$ cat config.mk
export PLATFORM = sky130hd
export DESIGN_NAME = tagged_mem_top
export DESIGN_NICKNAME = d
export VERILOG_FILES = /design/src/design/tagmem_pkg.sv /design/src/design/tagged_mem_top.sv /design/src/design/scrub_engine.sv /design/src/design/domain_guard.sv /design/src/design/tagged_sram_1rw.sv
export SDC_FILE = /design/constraint.sdc
export NUM_CORES = 1
export LEC_CHECK = 0
export BUFFER_PORTS_ARGS = -buffer_cell sky130_fd_sc_hd__buf_2
export CAP_MARGIN = 20
export CORE_ASPECT_RATIO = 1.5
export CORE_UTILIZATION = 40
export CTS_BUF_LIST = sky130_fd_sc_hd__clkbuf_8
export DETAILED_ROUTE_END_ITERATION = 16
export HOLD_SLACK_MARGIN = 0.08
export PLACE_DENSITY = 0.63
export SYNTH_ARGS = -nofsm -noshare
export SYNTH_HDL_FRONTEND = slang
export SYNTH_HIERARCHICAL = 1
export SYNTH_SLANG_ARGS = --single-unit
export TNS_END_PERCENT = 5
$ cat constraint.sdc
create_clock -name clk -period 3.6 [get_ports clk]
set_clock_uncertainty 0.05 [all_clocks]
set_input_delay 0.18 -clock clk [delete_from_list [all_inputs] [get_ports clk]]
set_output_delay 0.18 -clock clk [all_outputs]
set_load 0.05 [all_outputs]
$ cat src/design/tagmem_pkg.sv
/* Tagged scratchpad shared definitions. Holds the memory sizes, the
   request, response and storage write structs, and the status codes */

`default_nettype none

package tagmem_pkg;

  // --------------------------------------------------
  // Memory geometry
  // --------------------------------------------------

  // Number of words in the scratchpad
  localparam int NUM_ENTRIES = 16;
  // Word address width, sized from the entry count
  localparam int ADDR_BITS   = $clog2(NUM_ENTRIES);
  // Word width and byte lanes
  localparam int DATA_BITS   = 32;
  localparam int DATA_BYTES  = 4;
  // Width of one byte lane
  localparam int BYTE_BITS   = DATA_BITS / DATA_BYTES;

  // --------------------------------------------------
  // Security domains and status
  // --------------------------------------------------

  // Low domain is 0 and high domain is 1
  typedef logic domain_t;

  // Response status returned with every request
  typedef enum logic [1:0] {
    ST_OK     = 2'd0,
    ST_DENIED = 2'd1,
    ST_BUSY   = 2'd2
  } status_t;

  // --------------------------------------------------
  // Request, response and storage write port
  // --------------------------------------------------

  // One request from the single requester port
  typedef struct packed {
    logic                  write;
    domain_t               domain;
    logic [ADDR_BITS-1:0]  addr;
    logic [DATA_BYTES-1:0] byte_en;
    logic [DATA_BITS-1:0]  wdata;
  } mem_req_t;

  // Registered answer, one cycle after the request
  typedef struct packed {
    status_t              status;
    logic                 write;
    logic [DATA_BITS-1:0] rdata;
    // Tag of the entry before the access took place
    domain_t              tag;
  } mem_rsp_t;

  // Write port of the storage, driven by the guard or the scrub engine
  typedef struct packed {
    logic                  en;
    logic [ADDR_BITS-1:0]  addr;
    logic [DATA_BYTES-1:0] byte_en;
    logic [DATA_BITS-1:0]  data;
    domain_t               domain;
  } sram_wr_t;

endpackage

`default_nettype wire
$ cat src/design/tagged_mem_top.sv
/* Tagged scratchpad top level. Connects the policy guard, the scrub
   engine and the storage, and picks the storage write source */

`default_nettype none

module tagged_mem_top import tagmem_pkg::*; (
  input  wire logic clk,
  input  wire logic rst,
  // Request and response
  input  wire logic req_valid,
  input  mem_req_t  req,
  input  wire logic scrub_start,
  output logic      rsp_valid,
  output mem_rsp_t  rsp,
  output logic      scrub_busy
);

  // --------------------------------------------------
  // Internal nets
  // --------------------------------------------------

  logic [ADDR_BITS-1:0] read_addr;
  logic [DATA_BITS-1:0] read_data;
  domain_t              read_domain;
  sram_wr_t             guard_wr;
  sram_wr_t             scrub_wr;
  sram_wr_t             sram_wr;

  // The scrub engine owns the storage port for the whole walk
  assign sram_wr = scrub_busy ? scrub_wr : guard_wr;

  // --------------------------------------------------
  // Blocks
  // --------------------------------------------------

  domain_guard u_guard (
    .clk         (clk),
    .rst         (rst),
    .req_valid   (req_valid),
    .req         (req),
    .scrub_busy  (scrub_busy),
    .read_addr   (read_addr),
    .read_data   (read_data),
    .read_domain (read_domain),
    .wr          (guard_wr),
    .rsp_valid   (rsp_valid),
    .rsp         (rsp)
  );

  scrub_engine u_scrub (
    .clk         (clk),
    .rst         (rst),
    .scrub_start (scrub_start),
    .scrub_busy  (scrub_busy),
    .wr          (scrub_wr)
  );

  // Read address always comes from the guard, writes from the mux
  tagged_sram_1rw u_sram (
    .clk         (clk),
    .rst         (rst),
    .read_addr   (read_addr),
    .read_data   (read_data),
    .read_domain (read_domain),
    .wr          (sram_wr)
  );

endmodule

`default_nettype wire

$ cat src/design/scrub_engine.sv
/* Scrub engine. Walks every entry after reset or on a scrub strobe,
   writing zero data with a low tag, one entry per cycle */

`default_nettype none

module scrub_engine import tagmem_pkg::*; (
  input  wire logic clk,
  input  wire logic rst,
  input  wire logic scrub_start,
  output logic      scrub_busy,
  output sram_wr_t  wr
);

  // --------------------------------------------------
  // Address walk
  // --------------------------------------------------

  logic                 busy_q;
  logic [ADDR_BITS-1:0] addr_q;
  logic                 last_addr;

  assign last_addr = (addr_q == ADDR_BITS'(NUM_ENTRIES - 1));

  // Reset holds busy high so the walk starts as soon as reset drops
  always_ff @(posedge clk) begin
    if (rst) begin
      busy_q <= 1'b1;
      addr_q <= '0;
    end else if (busy_q) begin
      if (last_addr) begin
        busy_q <= 1'b0;
        addr_q <= '0;
      end else begin
        addr_q <= addr_q + 1'b1;
      end
    end else if (scrub_start) begin
      // A strobe during a running walk falls through and is ignored
      busy_q <= 1'b1;
      addr_q <= '0;
    end
  end

  assign scrub_busy = busy_q;

  // --------------------------------------------------
  // Clearing write
  // --------------------------------------------------

  // Full word of zeros with the low tag, every cycle while busy
  always_comb begin
    wr.en      = busy_q;
    wr.addr    = addr_q;
    wr.byte_en = '1;
    wr.data    = '0;
    wr.domain  = 1'b0;
  end

  // --------------------------------------------------
  // Checks
  // --------------------------------------------------

  // The walk stays inside the array
  a_addr_in_range: assert property (
    @(posedge clk) disable iff (rst)
    busy_q |-> (int'(addr_q) <= NUM_ENTRIES - 1)
  ) else $error("scrub_engine: address counter passed the last entry");

endmodule

`default_nettype wire

$ cat src/design/domain_guard.sv
/* Domain policy guard. Checks each request against the stored entry
   tag, issues allowed writes and registers the one-cycle response */

`default_nettype none

module domain_guard import tagmem_pkg::*; (
  input  wire logic                 clk,
  input  wire logic                 rst,
  // Requester side
  input  wire logic                 req_valid,
  input  mem_req_t                  req,
  input  wire logic                 scrub_busy,
  // Storage read port
  output logic      [ADDR_BITS-1:0] read_addr,
  input  wire logic [DATA_BITS-1:0] read_data,
  input  domain_t                   read_domain,
  // Storage write port
  output sram_wr_t                  wr,
  // Response side
  output logic                      rsp_valid,
  output mem_rsp_t                  rsp
);

  // --------------------------------------------------
  // Access decision
  // --------------------------------------------------

  logic     allowed;
  mem_rsp_t rsp_next;
  logic     rsp_valid_q;
  mem_rsp_t rsp_q;

  // The stored tag is looked up in the same cycle as the request
  assign read_addr = req.addr;

  // A request may touch an entry only from an equal or higher domain
  assign allowed = (req.domain >= read_domain);

  // Writes go out only when allowed and the scrub does not own the port
  // A write with no byte enables is a no-op and stays off the port
  always_comb begin
    wr.en      = req_valid && !scrub_busy && req.write && allowed &&
                 (|req.byte_en);
    wr.addr    = req.addr;
    wr.byte_en = req.byte_en;
    wr.data    = req.wdata;
    // An allowed write takes over the requester's domain
    wr.domain  = req.domain;
  end

  // --------------------------------------------------
  // Response formation
  // --------------------------------------------------

  always_comb begin
    rsp_next.write = req.write;
    rsp_next.rdata = '0;
    rsp_next.tag   = read_domain;
    if (scrub_busy) begin
      // Entries are being cleared so the tag seen here means nothing
      rsp_next.status = ST_BUSY;
      rsp_next.tag    = 1'b0;
    end else if (allowed) begin
      rsp_next.status = ST_OK;
      // Only an allowed read sees the stored word
      if (!req.write) begin
        rsp_next.rdata = read_data;
      end
    end else begin
      rsp_next.status = ST_DENIED;
    end
  end

  // --------------------------------------------------
  // Response register
  // --------------------------------------------------

  // Valid follows the strobe by exactly one cycle
  always_ff @(posedge clk) begin
    if (rst) begin
      rsp_valid_q <= 1'b0;
    end else begin
      rsp_valid_q <= req_valid;
    end
  end

  // Payload is only loaded by a strobed request
  always_ff @(posedge clk) begin
    if (req_valid) begin
      rsp_q <= rsp_next;
    end
  end

  assign rsp_valid = rsp_valid_q;
  assign rsp       = rsp_q;

  // --------------------------------------------------
  // Checks
  // --------------------------------------------------

  // The guard never competes with the scrub engine for the storage
  a_wr_only_when_owned: assert property (
    @(posedge clk) disable iff (rst)
    wr.en |-> (req_valid && !scrub_busy)
  ) else $error("domain_guard: write issued without a request or during scrub");

endmodule

`default_nettype wire

$ cat src/design/tagged_sram_1rw.sv
/* Single-port tagged SRAM. Reads data and tag combinationally and
   writes enabled byte lanes plus the entry tag on the clock edge */

`default_nettype none

module tagged_sram_1rw import tagmem_pkg::*; (
  input  wire logic                 clk,
  input  wire logic                 rst,
  // Read port, combinational
  input  wire logic [ADDR_BITS-1:0] read_addr,
  output logic      [DATA_BITS-1:0] read_data,
  output domain_t                   read_domain,
  // Write port, sampled on the rising edge
  input  sram_wr_t                  wr
);

  // --------------------------------------------------
  // Storage arrays
  // --------------------------------------------------

  // Data is kept as one array per byte lane so that every lane
  // has its own write process
  logic [BYTE_BITS-1:0] data_mem [DATA_BYTES][NUM_ENTRIES];

  // One domain tag per entry
  domain_t tag_mem [NUM_ENTRIES];

  // The tag follows the entry whenever any lane is written
  logic tag_we;

  assign tag_we = wr.en && (|wr.byte_en);

  // --------------------------------------------------
  // Byte lanes
  // --------------------------------------------------

  for (genvar lane = 0; lane < DATA_BYTES; lane++) begin : g_lane
    // Read side of this lane, no enable and no latching
    assign read_data[lane*BYTE_BITS +: BYTE_BITS] = data_mem[lane][read_addr];

    // Write side of this lane, only when its byte enable is set
    always_ff @(posedge clk) begin
      if (wr.en && wr.byte_en[lane]) begin
        data_mem[lane][wr.addr] <= wr.data[lane*BYTE_BITS +: BYTE_BITS];
      end
    end
  end

  // --------------------------------------------------
  // Domain tags
  // --------------------------------------------------

  // Tag read shares the data read address
  assign read_domain = tag_mem[read_addr];

  always_ff @(posedge clk) begin
    if (tag_we) begin
      tag_mem[wr.addr] <= wr.domain;
    end
  end

  // --------------------------------------------------
  // Checks
  // --------------------------------------------------

  // Both write sources must present at least one lane with the enable,
  // otherwise the tag would silently stay behind
  a_wr_has_lanes: assert property (
    @(posedge clk) disable iff (rst)
    wr.en |-> (wr.byte_en != '0)
  ) else $error("tagged_sram_1rw: write enable with no byte enables");

endmodule

`default_nettype wire

==> metrics.csv, run 1 <==
metric;value;unit
final wirelength;50.34;mm
Syn Area/Cell;20.32;um2
final core area utilization;0.4569;
GRT Residual Overflow;0;
Syn-to-layout area delta;12.30;%
fillers;4875;
vias per cell;5.192;
#FFs+latches synth;570;
share of layout cells above drive strength 1;0.3357;
crit-path cells;mux4_2, a22oi_1, nand2_1, nor2b_4, nor4_2, mux2_2, nand2_1, buf_4, nor2_1;
EDFF count, synth;564;
Critical Path Fanout Max;16;
Slew Viols, Final;0;
worst slew pin tran;839.2;ps
Fin. Hold Viols;0;
RSZ-0062 raised after global routing;false;
area of the multi-input gates;5589;um2
Seq pwr share;0.557;
Psw;2.926;mW
gr usage total;0.1719;
Final Non-Filler Cells;2159;
synthesized instance count;1166;
register area;17060;um2
post-route cell area;26610;um2
Vias;11210;
reg2reg setup slack;690;ps
HP Class;primary input to flop;
IO Pins;84;
die height;300.1;um
clock sink count;570;
Crit Path Class;flop to flop;
placed cells;1981;
WHS Path Cells;2;
Initial Util;0.4068;
combinational power share;0.065;
final RePlAce weighted congestion;0.7866;
R2R Path Start;u_sram/tag_mem[2];
max-capacitance violation count;0;
period utilization;0.8070;
most frequent cells in the layout;564 x edfxtp_1, 116 x mux4_2, 84 x nor2_1;
top_reg_cell synth;edfxtp_1;
Setup TNS;0;ps
die area;60230;um2
leading cell type in the layout, fill and taps excluded;edfxtp_1;
DRT iter0 DRCs;814;
drt first pass iters;5;
capturing point of the worst reg2reg path;u_sram/data_mem[3][16];
Final nets;1374;
post-synthesis cell type count;43;
Internal Dissipation;10.42;mW
clk_lat worst skew;630;ps
root buffer cell;clkbuf_8;
average wire per standard cell;23.32;um
critical path data arrival time;3100;ps
outcome;finished clean;
vias in the first global route;11927;
Yosys warnings;6;
htree depth;3;
Crit path required time;3800;ps
detailed placer's ending HPWL;31.85;mm
Core Area;58240;um2
CP dominant cell by count;nand2_1;
Startpoint Class;flop;
Chip Width;200.7;um
Final WS setup;694.9;ps
Port Buffers;83;
clk slew on worst S/H paths;80;ps
std cell rows;108;
Synth async-reset ratio;0;
cell leakage power;9.010;nW
Post-Place Cell Area;24650;um2
Hold-fix buffers, CTS;36;
register area share after synthesis;0.7199;
cells resized by post-CTS repair;0;
clock share of power;0.378;
CTS tree;yes;
worst hold-check slack;214.1;ps
final setup vio count;0;
DRC Markers;0;
maximum clock rate;0.3442;GHz
CTS max path bufs;3;
CTS Buf Count;78;
initial antenna violation count;2;
reg2reg path depth;9;
post-CTS setup buffers;0;
CP max stage delay;540;ps
Hold EP;u_guard/rsp[28];
CP Capture Type;flop;
first-pass GRT wire length;76.07;mm
Max VDD drop;240.6;uV
Total Power;13.35;mW
slowest cell on the critical path;nor2_1;
Mapped Area;23690;um2
Setup WS pre-CTS;650.0;ps
hold_sp;req_valid;
largest net degree at the start of global routing;121;
final worst path period need;2905;ps
slew margin rel.;0.4406;
switching part of the total power;0.2192;
Power Density;501.7;nW/um2
Routed Antenna Nets;0;
-- cell type report --
cell class / instances / area share
repair buffers: 197 / 0.05253
well taps: 770 / 0.03621
multi-input cells: 479 / 0.2101
diodes: 1 / 0.00009405
flip-flops and latches: 570 / 0.6412
inverters: 1 / 0.0001411
clock inverters: 60 / 0.01792
clock buffers: 81 / 0.04190
-- cells by family (layout without fill, tap and decap cells) --
group / Yosys count / after routing / share of synthesized area
fa+ha+maj: 1 / 1 / 0.0005280
simple gates: 191 / 191 / 0.04964
other cells: 2 / 38 / 0.0003170
buf+inv: 152 / 339 / 0.05070
compound gates: 74 / 74 / 0.02376
flops: 570 / 570 / 0.7199
mux: 176 / 176 / 0.1552
-- worst max path at each step --
stage / startpoint / to / cells after the start
after floorplan: req[36] / u_sram/data_mem[2][100] / 14
after global placement: req[36] / u_sram/data_mem[3][23] / 10
after detailed placement: req[36] / u_sram/data_mem[2][17] / 9
after CTS: u_sram/tag_mem[2] / u_sram/data_mem[2][18] / 8
after global routing: u_sram/tag_mem[11] / u_sram/data_mem[2][16] / 8
final: u_sram/tag_mem[2] / u_sram/data_mem[3][16] / 9
-- state kept, by name, summed over array words and instances, names as in the netlist --
signal,cells
u_sram/tag_mem,16
u_sram/data_mem,512
u_guard/rsp,36
u_scrub/addr_q,4
u_scrub/scrub_busy,1
u_guard/rsp_valid,1
-- metal layers --
layer / wire length, um / share of wire / global-route usage
met5: 0 / 0 / 0
met4: 1156 / 0.023 / 0.05780
met3: 2502 / 0.050 / 0.03046
met2: 27520 / 0.55 / 0.3154
met1: 19160 / 0.38 / 0.2026
-- power groups by stage --
stage,combinational (mW),clock [mW],sequential (mW)
global route,0.935,5.43,7.44
detailed placement,0.855,0,7.58
floorplan,0.594,0,7.62
finish,0.869,5.05,7.43
CTS,0.889,5.19,7.43
global placement,0.842,0,7.57
-- cell usage after synthesis, types with 2 or more instances --
master | n | area share
a21oi_1 | 2 | 0.00042
a22oi_1 | 66 | 0.021
buf_12 | 13 | 0.011
buf_2 | 17 | 0.0036
buf_4 | 86 | 0.027
buf_6 | 7 | 0.0033
buf_8 | 2 | 0.0013
clkbuf_1 | 26 | 0.0041
conb_1 | 2 | 0.00032
dfxtp_1 | 6 | 0.0051
edfxtp_1 | 564 | 0.71
mux2_2 | 2 | 0.00095
mux2_4 | 40 | 0.025
mux2i_1 | 2 | 0.00084
mux4_1 | 16 | 0.018
mux4_2 | 116 | 0.11
nand2_1 | 48 | 0.0076
nand3_1 | 6 | 0.0013
nor2_1 | 85 | 0.013
nor2b_1 | 8 | 0.0021
nor4b_1 | 2 | 0.00074
nor4b_2 | 27 | 0.017
nor4b_4 | 3 | 0.0030
-- critical path, delay by kind of cell, from the launching register on --
family	cells	cell delay, ps
simple gates	5	970
mux	2	740
flops	1	370
compound gates	1	210
buf+inv	1	180
Power figures use the tool's default switching activity.
==> run 2, diff against run 1 <==
clock period = 2.7 ns   (was 3.6 ns; I/O delays follow)
==> run 2 against run 1 <==
Worst setup slack worse by 640 ps; clock-buffer cell count is 3 higher; die area stayed put; largest power group unchanged; register-to-register slack worse by 640 ps; fmax is 9.7% higher; largest cell class unchanged; routed wire length is 2.7% higher; via count is 0.61% higher; power is 32% higher; clock power is 28% higher; sequential power is 34% higher; cell area is 5.0% higher; core utilization is 2.3 points higher.
==> metrics.csv, run 2 (synthesis gave the netlist of run 1 again) <==
metric;value;unit
outcome;finished clean;
period utilization;0.9808;
Largest register FFs;512;
htree depth;3;
slowest cell on the critical path;mux4_2;
Psw;3.962;mW
Largest Register;u_sram/data_mem;
RSZ-0062 raised after global routing;true;
worst hold-check slack;162.4;ps
GRT Residual Overflow;0;
final RePlAce weighted congestion;0.7841;
hold_sp;req_valid;
R2R Path Start;u_sram/tag_mem[7];
detailed placer's ending HPWL;31.84;mm
Internal Dissipation;13.69;mW
vias in the first global route;12052;
CTS Buf Count;81;
Seq pwr share;0.562;
clock share of power;0.367;
WHS Path Cells;2;
Final WS setup;51.89;ps
Chip Width;200.7;um
Post-Place Cell Area;25840;um2
average wire per standard cell;23.75;um
critical path data arrival time;2940;ps
vias per cell;5.181;
Hold EP;u_guard/rsp[18];
drt first pass iters;5;
Setup TNS;0;ps
CTS max path bufs;3;
clk slew on worst S/H paths;70;ps
Routed Antenna Nets;0;
maximum clock rate;0.3776;GHz
Critical Path Fanout Max;16;
Final nets;1389;
Initial Util;0.4068;
Port Buffers;83;
max-capacitance violation count;0;
IO Pins;84;
initial antenna violation count;5;
worst slew pin tran;817.1;ps
Fin. Hold Viols;0;
gr usage total;0.1750;
HP Class;primary input to flop;
DRT iter0 DRCs;715;
root buffer cell;clkbuf_8;
Max VDD drop;390.5;uV
cell leakage power;9.282;nW
Slew Viols, Final;0;
final setup vio count;0;
clk_lat worst skew;640;ps
Core Area;58240;um2
capturing point of the worst reg2reg path;u_sram/data_mem[1][6];
switching part of the total power;0.2244;
Final Non-Filler Cells;2177;
most frequent cells in the layout;564 x edfxtp_1, 116 x mux4_2, 85 x clkbuf_8;
final wirelength;51.71;mm
crit-path cells;mux4_2, a22oi_1, nand2_1, nor2b_4, nor4_4, mux2_4, buf_4, nand2_8, nor2_2, buf_12;
CTS tree;yes;
final core area utilization;0.4797;
combinational power share;0.072;
reg2reg path depth;10;
placed cells;1987;
Total Power;17.66;mW
CP max stage delay;490;ps
std cell rows;108;
Vias;11278;
share of layout cells above drive strength 1;0.3886;
first-pass GRT wire length;76.88;mm
clock sink count;570;
Crit Path Class;flop to flop;
fillers;4770;
die area;60230;um2
Crit path required time;2990;ps
Startpoint Class;flop;
Setup WS pre-CTS;-56.97;ps
CP Capture Type;flop;
Syn-to-layout area delta;17.91;%
post-route cell area;27940;um2
leading cell type in the layout, fill and taps excluded;edfxtp_1;
slew margin rel.;0.4553;
die height;300.1;um
final worst path period need;2648;ps
largest net degree at the start of global routing;129;
Power Density;632.0;nW/um2
reg2reg setup slack;50;ps
DRC Markers;0;
[run 2: worst max path at each step]
stage	startpoint	to	slack, ps	cells after the start
floorplan	req[36]	u_sram/data_mem[3][64]	-260	15
CTS	u_sram/tag_mem[11]	u_sram/data_mem[3][43]	-20	10
finish	u_sram/tag_mem[7]	u_sram/data_mem[1][6]	50	10
global route	u_sram/tag_mem[11]	u_sram/data_mem[3][95]	-30	9
detailed placement	u_sram/tag_mem[11]	u_sram/data_mem[3][46]	-60	9
global placement	u_sram/tag_mem[11]	u_sram/data_mem[3][118]	-20	9
[run 2: layout make-up]
class | instances | area (um2) | area share
diodes | 2 | 5.005 | 0.0001792
clock buffers | 84 | 1156 | 0.04138
clock inverters | 62 | 384.1 | 0.01375
inverters | 1 | 3.754 | 0.0001344
multi-input cells | 481 | 6115 | 0.2189
flip-flops and latches | 570 | 17060 | 0.6107
well taps | 770 | 963.4 | 0.03449
repair buffers | 207 | 2248 | 0.08049
[run 2: repair_timing]
item	CTS	global route
setup buffers	3	1
hold buffers	36	0
gates cloned	0	2
endpoints found under the setup margin	421	438
pin swaps	1	6
hold endpoints to repair	535	0
resized for setup	5	13
[run 2: power groups by stage]
stage,Clock (mW),Sequential [mW],Combinational (mW)
after global placement,0,10.1,1.20
after detailed placement,0,10.1,1.22
after floorplan,0,10.2,0.853
after global routing,7.02,9.92,1.36
final,6.47,9.92,1.27
after CTS,6.69,9.92,1.28
[run 2: critical path, delay by kind of cell (launching register included)]
family	cells	cell delay, ps
buf+inv	2	310
mux	2	720
simple gates	5	720
compound gates	1	170
flops	1	380
[run 2: layer usage]
layer	share of wire	up-vias	global-route usage	wire length (um)
li1	-	5001	-	-
met5	0.0011	-	0	57
met2	0.54	291	0.3170	27860
met4	0.024	8	0.06071	1226
met1	0.39	5900	0.2073	20310
met3	0.044	78	0.03328	2266
